### src/include/hazard_macros.svh
`ifndef HAZARD_MACROS_SVH
`define HAZARD_MACROS_SVH

// datapath and address width
`define HZ_XLEN 64

// architectural register index
`define HZ_REG_ADDR_WIDTH 5

// sign-extended offset from the decoder
`define HZ_IMM_WIDTH 32

// pcs where decode holds no real instruction
`define HZ_PC_NULL 64'h0000_0000_0000_0000
`define HZ_PC_BOOT 64'h0000_0000_8000_0000

`endif
### src/logic/hazard_pkg.sv
`include "hazard_macros.svh"

package hazard_pkg;

    // one bit per byte lane of a doubleword
    typedef logic [`HZ_XLEN/8-1:0] byte_mask_t;

    // arbiter state
    typedef enum logic {
        ARB_RUN,        // normal stall evaluation
        ARB_MEM_HOLD    // cycle after a memory-stage stall, all stalls masked
    } arb_state_t;

endpackage

### src/logic/riscv_types_pkg.sv
`include "hazard_macros.svh"

package riscv_types_pkg;

    typedef logic [`HZ_XLEN-1:0] xlen_t;           // pc, base, address
    typedef logic [`HZ_REG_ADDR_WIDTH-1:0] reg_addr_t;
    typedef logic [`HZ_IMM_WIDTH-1:0] imm_t;       // already sign-extended

    // memory operation carried down the pipe
    typedef enum logic [3:0] {
        MEM_NONE = 4'd0,
        MEM_LB   = 4'd1,   // signed loads below 64 bits take the long path
        MEM_LH   = 4'd2,
        MEM_LW   = 4'd3,
        MEM_LD   = 4'd4,
        MEM_LBU  = 4'd5,
        MEM_LHU  = 4'd6,
        MEM_LWU  = 4'd7,
        MEM_SB   = 4'd8,
        MEM_SH   = 4'd9,
        MEM_SW   = 4'd10,
        MEM_SD   = 4'd11
    } mem_op_t;

endpackage

### src/logic/hazard_unit.sv
module hazard_unit (
    input  logic                       clk,
    input  logic                       rst_n,
    // decode instruction
    input  riscv_types_pkg::xlen_t     id_pc,
    input  riscv_types_pkg::reg_addr_t rs1_addr,
    input  riscv_types_pkg::reg_addr_t rs2_addr,
    input  riscv_types_pkg::mem_op_t   id_mem_op,
    input  riscv_types_pkg::xlen_t     id_base,
    input  riscv_types_pkg::imm_t      id_imm,
    // execute instruction
    input  riscv_types_pkg::reg_addr_t ex_rd_addr,
    input  riscv_types_pkg::mem_op_t   ex_mem_op,
    input  riscv_types_pkg::xlen_t     ex_store_addr,
    // memory / writeback instruction
    input  riscv_types_pkg::reg_addr_t wb_rd_addr,
    input  logic                       mem_is_store,
    // stall levels
    output logic                       stall_id,
    output logic                       stall_mem,
    output logic                       stall_wb,
    output logic                       stall_store_load
);

    logic ex_hit;
    logic wb_hit;
    logic dual_hit;
    logic overlap_hit;

    // register dependencies against ex and wb destinations
    reg_dep_check i_reg_dep_check (
        .rs1_addr     (rs1_addr),
        .rs2_addr     (rs2_addr),
        .ex_rd_addr   (ex_rd_addr),
        .wb_rd_addr   (wb_rd_addr),
        .ex_mem_op    (ex_mem_op),
        .mem_is_store (mem_is_store),
        .ex_hit       (ex_hit),
        .wb_hit       (wb_hit),
        .dual_hit     (dual_hit)
    );

    // load in decode vs store in execute
    store_load_check i_store_load_check (
        .id_mem_op     (id_mem_op),
        .ex_mem_op     (ex_mem_op),
        .id_base       (id_base),
        .ex_store_addr (ex_store_addr),
        .id_imm        (id_imm),
        .overlap_hit   (overlap_hit)
    );

    stall_arbiter i_stall_arbiter (
        .clk              (clk),
        .rst_n            (rst_n),
        .id_pc            (id_pc),
        .ex_mem_op        (ex_mem_op),
        .ex_hit           (ex_hit),
        .wb_hit           (wb_hit),
        .dual_hit         (dual_hit),
        .overlap_hit      (overlap_hit),
        .stall_id         (stall_id),
        .stall_mem        (stall_mem),
        .stall_wb         (stall_wb),
        .stall_store_load (stall_store_load)
    );

endmodule

### src/logic/stall_arbiter.sv
`include "hazard_macros.svh"

module stall_arbiter (
    input  logic                     clk,
    input  logic                     rst_n,
    input  riscv_types_pkg::xlen_t   id_pc,
    input  riscv_types_pkg::mem_op_t ex_mem_op,
    input  logic                     ex_hit,
    input  logic                     wb_hit,
    input  logic                     dual_hit,
    input  logic                     overlap_hit,
    output logic                     stall_id,
    output logic                     stall_mem,
    output logic                     stall_wb,
    output logic                     stall_store_load
);

    hazard_pkg::arb_state_t state_q;
    hazard_pkg::arb_state_t state_d;
    logic                   pc_real;
    logic                   gate_open;
    logic                   long_path;

    // signed sub-doubleword loads need an extra stage for sign extension
    assign long_path = ex_mem_op inside {riscv_types_pkg::MEM_LB, riscv_types_pkg::MEM_LH,
                                         riscv_types_pkg::MEM_LW};

    assign pc_real   = (id_pc != `HZ_PC_NULL) && (id_pc != `HZ_PC_BOOT);
    assign gate_open = pc_real && (state_q == hazard_pkg::ARB_RUN);

    always_comb begin
        stall_id         = 1'b0;
        stall_mem        = 1'b0;
        stall_wb         = 1'b0;
        stall_store_load = 1'b0;
        if (gate_open) begin
            if (long_path) begin
                if (dual_hit) begin
                    stall_id  = 1'b1;
                    stall_mem = 1'b1;
                    stall_wb  = 1'b1;
                end else if (ex_hit) begin
                    stall_id  = 1'b1;
                    stall_mem = 1'b1;   // result only exists after mem
                end else if (wb_hit) begin
                    stall_id = 1'b1;
                    stall_wb = 1'b1;
                end
            end else begin
                if (dual_hit) begin
                    stall_id = 1'b1;
                    stall_wb = 1'b1;
                end else if (ex_hit) begin
                    stall_id = 1'b1;
                end else if (wb_hit) begin
                    stall_id = 1'b1;
                    stall_wb = 1'b1;
                end else if (overlap_hit) begin
                    // store data not in memory yet
                    stall_id         = 1'b1;
                    stall_store_load = 1'b1;
                end
            end
        end
    end

    // one masked cycle after a mem stall so the same dependency is not stalled twice
    always_comb begin
        case (state_q)
            hazard_pkg::ARB_RUN:      state_d = stall_mem ? hazard_pkg::ARB_MEM_HOLD
                                                          : hazard_pkg::ARB_RUN;
            hazard_pkg::ARB_MEM_HOLD: state_d = hazard_pkg::ARB_RUN;
            default:                  state_d = hazard_pkg::ARB_RUN;
        endcase
    end

    always_ff @(posedge clk or negedge rst_n) begin
        if (!rst_n) begin
            state_q <= hazard_pkg::ARB_RUN;
        end else begin
            state_q <= state_d;
        end
    end

endmodule

### src/logic/store_load_check.sv
`include "hazard_macros.svh"

module store_load_check (
    input  riscv_types_pkg::mem_op_t id_mem_op,
    input  riscv_types_pkg::mem_op_t ex_mem_op,
    input  riscv_types_pkg::xlen_t   id_base,
    input  riscv_types_pkg::xlen_t   ex_store_addr,
    input  riscv_types_pkg::imm_t    id_imm,
    output logic                     overlap_hit
);

    riscv_types_pkg::xlen_t  load_addr;
    riscv_types_pkg::xlen_t  imm_ext;
    hazard_pkg::byte_mask_t  load_mask;
    hazard_pkg::byte_mask_t  store_mask;
    logic                    id_is_load;
    logic                    ex_is_store;
    logic                    same_dword;

    // lanes touched by an aligned access of the given op
    function automatic hazard_pkg::byte_mask_t lane_mask(
        input riscv_types_pkg::mem_op_t op,
        input logic [2:0]               offset
    );
        hazard_pkg::byte_mask_t size_mask;
        case (op)
            riscv_types_pkg::MEM_LB,
            riscv_types_pkg::MEM_LBU,
            riscv_types_pkg::MEM_SB:  size_mask = 8'h01;
            riscv_types_pkg::MEM_LH,
            riscv_types_pkg::MEM_LHU,
            riscv_types_pkg::MEM_SH:  size_mask = 8'h03;
            riscv_types_pkg::MEM_LW,
            riscv_types_pkg::MEM_LWU,
            riscv_types_pkg::MEM_SW:  size_mask = 8'h0f;
            riscv_types_pkg::MEM_LD,
            riscv_types_pkg::MEM_SD:  size_mask = 8'hff;
            default:                  size_mask = 8'h00;
        endcase
        return size_mask << offset;
    endfunction

    assign id_is_load = id_mem_op inside {riscv_types_pkg::MEM_LB, riscv_types_pkg::MEM_LH,
                                          riscv_types_pkg::MEM_LW, riscv_types_pkg::MEM_LD,
                                          riscv_types_pkg::MEM_LBU, riscv_types_pkg::MEM_LHU,
                                          riscv_types_pkg::MEM_LWU};
    assign ex_is_store = ex_mem_op inside {riscv_types_pkg::MEM_SB, riscv_types_pkg::MEM_SH,
                                           riscv_types_pkg::MEM_SW, riscv_types_pkg::MEM_SD};

    // effective load address, offset widened to xlen
    assign imm_ext   = {{(`HZ_XLEN-`HZ_IMM_WIDTH){id_imm[`HZ_IMM_WIDTH-1]}}, id_imm};
    assign load_addr = id_base + imm_ext;

    assign load_mask  = lane_mask(id_mem_op, load_addr[2:0]);
    assign store_mask = lane_mask(ex_mem_op, ex_store_addr[2:0]);

    assign same_dword = (load_addr[`HZ_XLEN-1:3] == ex_store_addr[`HZ_XLEN-1:3]);

    // load would read a byte the store has not written yet
    assign overlap_hit = id_is_load && ex_is_store && same_dword
                         && ((load_mask & store_mask) != '0);

endmodule

### src/logic/reg_dep_check.sv
module reg_dep_check (
    input  riscv_types_pkg::reg_addr_t rs1_addr,
    input  riscv_types_pkg::reg_addr_t rs2_addr,
    input  riscv_types_pkg::reg_addr_t ex_rd_addr,
    input  riscv_types_pkg::reg_addr_t wb_rd_addr,
    input  riscv_types_pkg::mem_op_t   ex_mem_op,
    input  logic                       mem_is_store,
    output logic                       ex_hit,
    output logic                       wb_hit,
    output logic                       dual_hit
);

    logic ex_is_store;
    logic ex_rd_valid;
    logic wb_rd_valid;
    logic rs1_ex;
    logic rs2_ex;
    logic rs1_wb;
    logic rs2_wb;

    // stores write no register
    assign ex_is_store = ex_mem_op inside {riscv_types_pkg::MEM_SB, riscv_types_pkg::MEM_SH,
                                           riscv_types_pkg::MEM_SW, riscv_types_pkg::MEM_SD};

    assign ex_rd_valid = (ex_rd_addr != '0);   // x0 is never a dependency
    assign wb_rd_valid = (wb_rd_addr != '0);

    assign rs1_ex = (rs1_addr == ex_rd_addr);
    assign rs2_ex = (rs2_addr == ex_rd_addr);
    assign rs1_wb = (rs1_addr == wb_rd_addr);
    assign rs2_wb = (rs2_addr == wb_rd_addr);

    assign ex_hit = (rs1_ex || rs2_ex) && ex_rd_valid && !ex_is_store;
    assign wb_hit = (rs1_wb || rs2_wb) && wb_rd_valid && !mem_is_store;

    // each source waits on a different stage
    assign dual_hit = ((rs1_ex && rs2_wb) || (rs1_wb && rs2_ex))
                      && ex_rd_valid && wb_rd_valid;

endmodule

### config.mk
export PLATFORM = sky130hd
export DESIGN_NAME = hazard_unit
export DESIGN_NICKNAME = d
export VERILOG_FILES = /design/src/logic/hazard_pkg.sv /design/src/logic/riscv_types_pkg.sv /design/src/logic/hazard_unit.sv /design/src/logic/stall_arbiter.sv /design/src/logic/store_load_check.sv /design/src/logic/reg_dep_check.sv
export VERILOG_INCLUDE_DIRS = /design/src /design/src/include
export SDC_FILE = /design/constraint.sdc
export NUM_CORES = 1
export LEC_CHECK = 0
export ABC_AREA = 1
export BUFFER_PORTS_ARGS = -buffer_cell sky130_fd_sc_hd__buf_2
export CELL_PAD_IN_SITES_DETAIL_PLACEMENT = 0
export CELL_PAD_IN_SITES_GLOBAL_PLACEMENT = 1
export CORE_MARGIN = 4
export CORE_UTILIZATION = 36
export DETAILED_ROUTE_END_ITERATION = 6
export PLACE_DENSITY_LB_ADDON = 0.1
export SLEW_MARGIN = 20
export SYNTH_ARGS = -nofsm -noshare
export SYNTH_HDL_FRONTEND = slang
export SYNTH_SLANG_ARGS = --single-unit
### constraint.sdc
create_clock -name clk -period 4.9 [get_ports clk]
set_clock_uncertainty 0.05 [all_clocks]
set_input_delay 0.735 -clock clk [delete_from_list [all_inputs] [get_ports clk]]
set_output_delay 0.735 -clock clk [all_outputs]
set_load 0.005 [all_outputs]
Yosys cells after proc, flatten, opt, wreduce, memory -nomap -nowiden --
Memory sizes are Yosys's and may differ from the RTL's. Cells that the tools add are included.
Word-level totals: word-level logic and storage cells 76, bits in read-only memories 256, memories kept 2, output and inout bits 4, bits in registers 1, input port bits 255
Operators by class: shift-type cells 2, equal/unequal tests 20, bitwise operators 2, muxes and demuxes 23, $add $sub $neg 1, reductions and logical operators 25
Memory list:
- (no name shown) | words 16, width 8, read ports 1, clocked after memory_dff 0, wr ports 0, RTL line store_load_check.sv:26 | case (op)
- (no name shown) | words 16, width 8, read ports 1, clocked after memory_dff 0, wr ports 0, RTL line store_load_check.sv:26
Operator list (count):
- $add 64x64->64 | 1
- $ne 64x32->1 const B | 1
- $reduce_bool 64->1 | 1
- $eq 61x61->1 | 1
- $mux 1 | 22
- $eq 5x5->1 | 4
- $eq 4x2->1 const B | 4
- $eq 4x3->1 const B | 4
- $eq 4x4->1 const B | 4
- $shl 8x3->8 | 2
- $logic_and 1x1->1 | 13
- $reduce_bool 5->1 | 2
- $and 8x8->8 | 1
- $eq 4x1->1 const B | 2
- $reduce_bool 8->1 | 1
- $reduce_bool 7->1 | 1
- $reduce_bool 4->1 | 1
- $logic_or 1x1->1 | 3
- $reduce_bool 3->1 | 1
- $logic_not 1->1 | 2
- $pmux 1 s2 | 1
- $not 1->1 | 1

Logic depth before layout (Yosys ltp) --
word-level depth 11, gate-level depth with buffers 20, gate-level depth less buffers 20

Cells and area by module --
A second synthesis with hierarchy kept.
Unflattened totals: cell total of the unflattened synthesis 1621, area total of the unflattened synthesis 7801.2 µm²
By module, submodules not included:
- store_load_check | area each 7101.8 µm², times used 1, cells an instance 1467, sequential area each 0.0 µm²
- reg_dep_check | area each 366.6 µm², times used 1, cells an instance 75, sequential area each 0.0 µm²
- stall_arbiter | area each 332.8 µm², times used 1, cells an instance 79, sequential area each 25.0 µm²

Worst setup path before layout --
OpenSTA, ideal clock, no wires.
path type in2out, start point in id_base[0], end point out stall_store_load, path buffers 0, setup slack 1521 ps, stages 19, data arrival time 2594 ps, required time 4115 ps, path through ha_1 -> fa_1 -> nand3_2 -> inv_2 -> nand2_1 -> nand3_2 -> nand2_1 -> nand2_2 -> nand2_2 -> nand2_1 -> nand2_1 -> nand2_2 -> nand2_1 -> nand3b_1 -> nand2_1 -> nand2_1 -> nor2_1 -> nand3_1 -> nor3_2
Between the ends: word-level cells in the longest chain between the ends 11, elaborated cells on any way between the ends 13, those cells by class add/sub: 1; eq/ne: 1; shift: 1; mux: 6; bitwise: 1; reduce/logical: 3
RTL lines:
- start, declared | RTL line hazard_unit.sv:9 | input riscv_types_pkg::xlen_t id_base,
- $add 64x64->64 * | RTL line store_load_check.sv:52 | assign load_addr = id_base + imm_ext;
- $shl 8x3->8 | RTL line store_load_check.sv:40 | return size_mask << offset;
- $and 8x8->8 | RTL line store_load_check.sv:61 | && ((load_mask & store_mask) != '0);
- $reduce_bool 8->1 | RTL line store_load_check.sv:61
- $logic_and 1x1->1 * | RTL line store_load_check.sv:61
- $mux 1 * | RTL line stall_arbiter.sv:58 | end else if (overlap_hit) begin
- $mux 1 * | RTL line stall_arbiter.sv:55 | end else if (wb_hit) begin
- $mux 1 * | RTL line stall_arbiter.sv:53 | end else if (ex_hit) begin
- $mux 1 * | RTL line stall_arbiter.sv:50 | if (dual_hit) begin
- $mux 1 * | RTL line stall_arbiter.sv:37 | if (long_path) begin
- $mux 1 * | RTL line stall_arbiter.sv:36 | if (gate_open) begin
- end, declared | RTL line hazard_unit.sv:22 | output logic stall_store_load
Every way passes the cells marked *; elsewhere a longest branch is shown, timed or not.

Worst setup path after layout --
start point in id_imm[31], end point out stall_id
Between the ends: word-level cells in the longest chain between the ends 10
RTL lines:
- start, declared | RTL line hazard_unit.sv:10 | input riscv_types_pkg::imm_t id_imm,
- $add 64x64->64 | RTL line store_load_check.sv:52
- $eq 61x61->1 | RTL line store_load_check.sv:57 | assign same_dword = (load_addr[`HZ_XLEN-1:3] == ex_store_addr[`HZ_XLEN-1:3]);
- $logic_and 1x1->1 | RTL line store_load_check.sv:60 | assign overlap_hit = id_is_load && ex_is_store && same_dword
- $logic_and 1x1->1 | RTL line store_load_check.sv:61
- $mux 1 | RTL line stall_arbiter.sv:58
- $mux 1 | RTL line stall_arbiter.sv:55
- $mux 1 | RTL line stall_arbiter.sv:53
- $mux 1 | RTL line stall_arbiter.sv:50
- $mux 1 | RTL line stall_arbiter.sv:37
- $mux 1 | RTL line stall_arbiter.sv:36
- end, declared | RTL line hazard_unit.sv:19 | output logic stall_id,
No other way between the ends.

==> flow_metrics.tcl <==
set metrics [dict create \
    mappedNetlistNets 1912 \
    core-area_sq_um 21000 \
    slowest_delay_ns 0.41 \
    leakagePower_uw 0.00579 \
    seqCellArea_sq_um 25.0 \
    cts_resized 0 \
    via_count 10000 \
    dr_wl_met3_um 1440 \
    drv_cap 0 \
    drive_gt1_frac 0.164 \
    critPathKind "input port to primary output" \
    yosys.area.top_type "nand2_1" \
    cp_common_cell "nand2_1" \
    ios 259 \
    wl_um 29000 \
    routed.top_layer "met4" \
    synth_top_area_share 0.304 \
    clk_pin_slew_worst_paths_ns 0 \
    wl_met1_um 13900 \
    power_frac_seq 0.008 \
    nets 2174 \
    outcome "completed" \
    clk_latency_ns 0 \
    combPwrFrac 0.992 \
    firstDrtPassIters 5 \
    synth_commonest_cells "nand2_1 (620), inv_1 (295), nor2_1 (184), nand3_1 (108), a21oi_1 (74)" \
    design_area_sq_um 9320 \
    cts-hold-fix-buffers 0 \
    cellPowerDensity_nw_per_um2 117 \
    critPathRequiredTime_ns 4.12 \
    relSlewSlack 0.633 \
    post_cts_buffers 0 \
    slowest_stage "buf_2" \
    async_reset_ff_frac 1.00 \
    grt_overflow 0 \
    die_h_um 154 \
    yosys_warnings 0 \
    yosysSeqAreaShare 0.00326 \
    internal-power_uw 411 \
    multiInputGateArea_sq_um 6520 \
    syn_inst 1583 \
    cp_cell_sequence "buf_2 > ha_1 > nand2_1 > inv_1 > a21oi_1 > o21ai_0 > nand2_1 > nand2_1 > a21oi_1 > nand3_1 > a21oi_2 > nand2_1 > nor2_1 > nand3_2 > o21ai_1 > buf_2" \
    clkPwrFrac 0 \
    regMostFlops "i_stall_arbiter.state_q" \
    min_period_over_period 0.894 \
    crit_arrival_ns 3.60 \
    largest_register_ffs 1 \
    synth_ff_type "dfrtp_1" \
    drc 0 \
    grtUsageTotal 0.226 \
    finalSetupTns_ns 0 \
    grt_pass1_vias 9192 \
    antenna_found_initial 0 \
    setup_viol 0 \
    endpoint_kind "primary output" \
    top_regs "i_stall_arbiter.state_q: 1 flops" \
    rsz0062_at_grt "no" \
    path_max_fanout 23 \
    tightest_slew_ns 0.549 \
    routed_via_density 4.73 \
    hold_violations 0 \
    fmax_mhz 228 \
    cp-start-kind "input port" \
    wl_met2_um 13300 \
    min_path_type "input port to asynchronous set/reset pin" \
    die-area_sq_um 23700 \
    ys_types 34 \
    ys_ff_latch 1 \
    antenna_left 0 \
    drt_iter0_drc 545 \
    antennaDiodeCount 0 \
    start_util 0.366 \
    synth_edf_count 0 \
    postSynthAreaPerCell_sq_um 4.84 \
    area_growth_syn_to_layout_pct 21.6 \
    grt_max_degree 24 \
    slew_violations 0 \
    io_buffers 257 \
    place_area_sq_um 9320 \
    synth.cell_area_sq_um 7670 \
    dp_hpwl_um 26700 \
    die_w_um 154 \
    utilization 0.445 \
    place_congestion 0.948 \
    ir_drop_uv 59.8 \
    n_fill_cell 2526 \
    wl_per_cell_um 13.7 \
    rows 53 \
    netSwitchingFraction 0.622 \
    synth_area_leaders "nand2_1 (30%), inv_1 (14%), ha_1 (12%), nor2_1 (9.0%), nand3_1 (7.0%)" \
    synth.most_common_cell "nand2_1" \
    grt_pass1_wl_um 44600 \
    power_switching_uw 675 \
    period_needed_ns 4.38 \
]
cell families after synthesis:
logic type      after synthesis  synth area share
compound gates              121            0.0868
simple gates               1010             0.552
flops                         1           0.00326
fa+ha+maj                    74             0.122
xor+xnor                     79            0.0902
buf+inv                     298             0.146
worst max-delay path, delay by kind of cell:
family,cells,cell delay (ns)
AOI/OAI and AO/OA,5,1.03
adders and majority gates,1,0.38
buffers and inverters,3,0.63
and+or+nand+nor,7,0.81
final timing paths:
| path | from | to | slack (ns) | cells after the start |
|---|---|---|---|---|
| worst max register to register | i_stall_arbiter.state_q | i_stall_arbiter.state_q | 4.03 | 3 |
| max in group asynchronous | rst_n | i_stall_arbiter.state_q | 4.26 | 1 |
| worst min register to register | i_stall_arbiter.state_q | i_stall_arbiter.state_q | 0.59 | 3 |
| worst max-delay path | id_imm[31] | stall_id | 0.52 | 16 |
| worst min-delay path | rst_n | i_stall_arbiter.state_q | 0.46 | 1 |
| min in group clk | i_stall_arbiter.state_q | i_stall_arbiter.state_q | 0.59 | 3 |
through the flow:
stage / power [uW] / hold WS [ns] / cells / setup slack (ns)
after global placement: 1070 / 0.460 / 2118 / 0.584
after detailed placement: 1080 / 0.461 / 2118 / 0.564
after floorplan: 724 / 0.389 / 1583 / 1.52
final: 1090 / 0.460 / 2118 / 0.517
after CTS: 1080 / 0.461 / 2118 / 0.559
after global routing: 1230 / 0.466 / 2118 / 0.240
cells in the final DEF, fill, tap and decap left out, types with 12 or more instances in the layout:
master,count
nand3_1,108
o21bai_1,12
nand3b_1,17
nand2_1,620
nand4_1,28
xnor2_1,41
nor2_1,184
a21oi_1,74
xor2_1,38
nand2_2,15
buf_2,257
inv_1,295
o21ai_0,23
ha_1,73
cell type report:
class                   count  share of cell area
well taps                 275              0.0369
multi-input cells        1284               0.700
flip-flops and latches      1             0.00268
repair buffers            260               0.140
inverters                 298               0.120
power groups by stage:
stage               registers, uW  clock network, uW  logic (uW)
floorplan                    8.51                  0         716
global placement             8.52                  0        1070
detailed placement           8.52                  0        1070
CTS                          8.52                  0        1070
global route                 8.53                  0        1220
finish                       8.52                  0        1080
layer usage:
metal  vias to the layer above  track usage
li1                       5404            -
met5                         -            0
met1                      4334        0.324
met4                         0       0.0244
met3                        24       0.0127
met2                       262        0.385
Power figures use the tool's default switching activity.
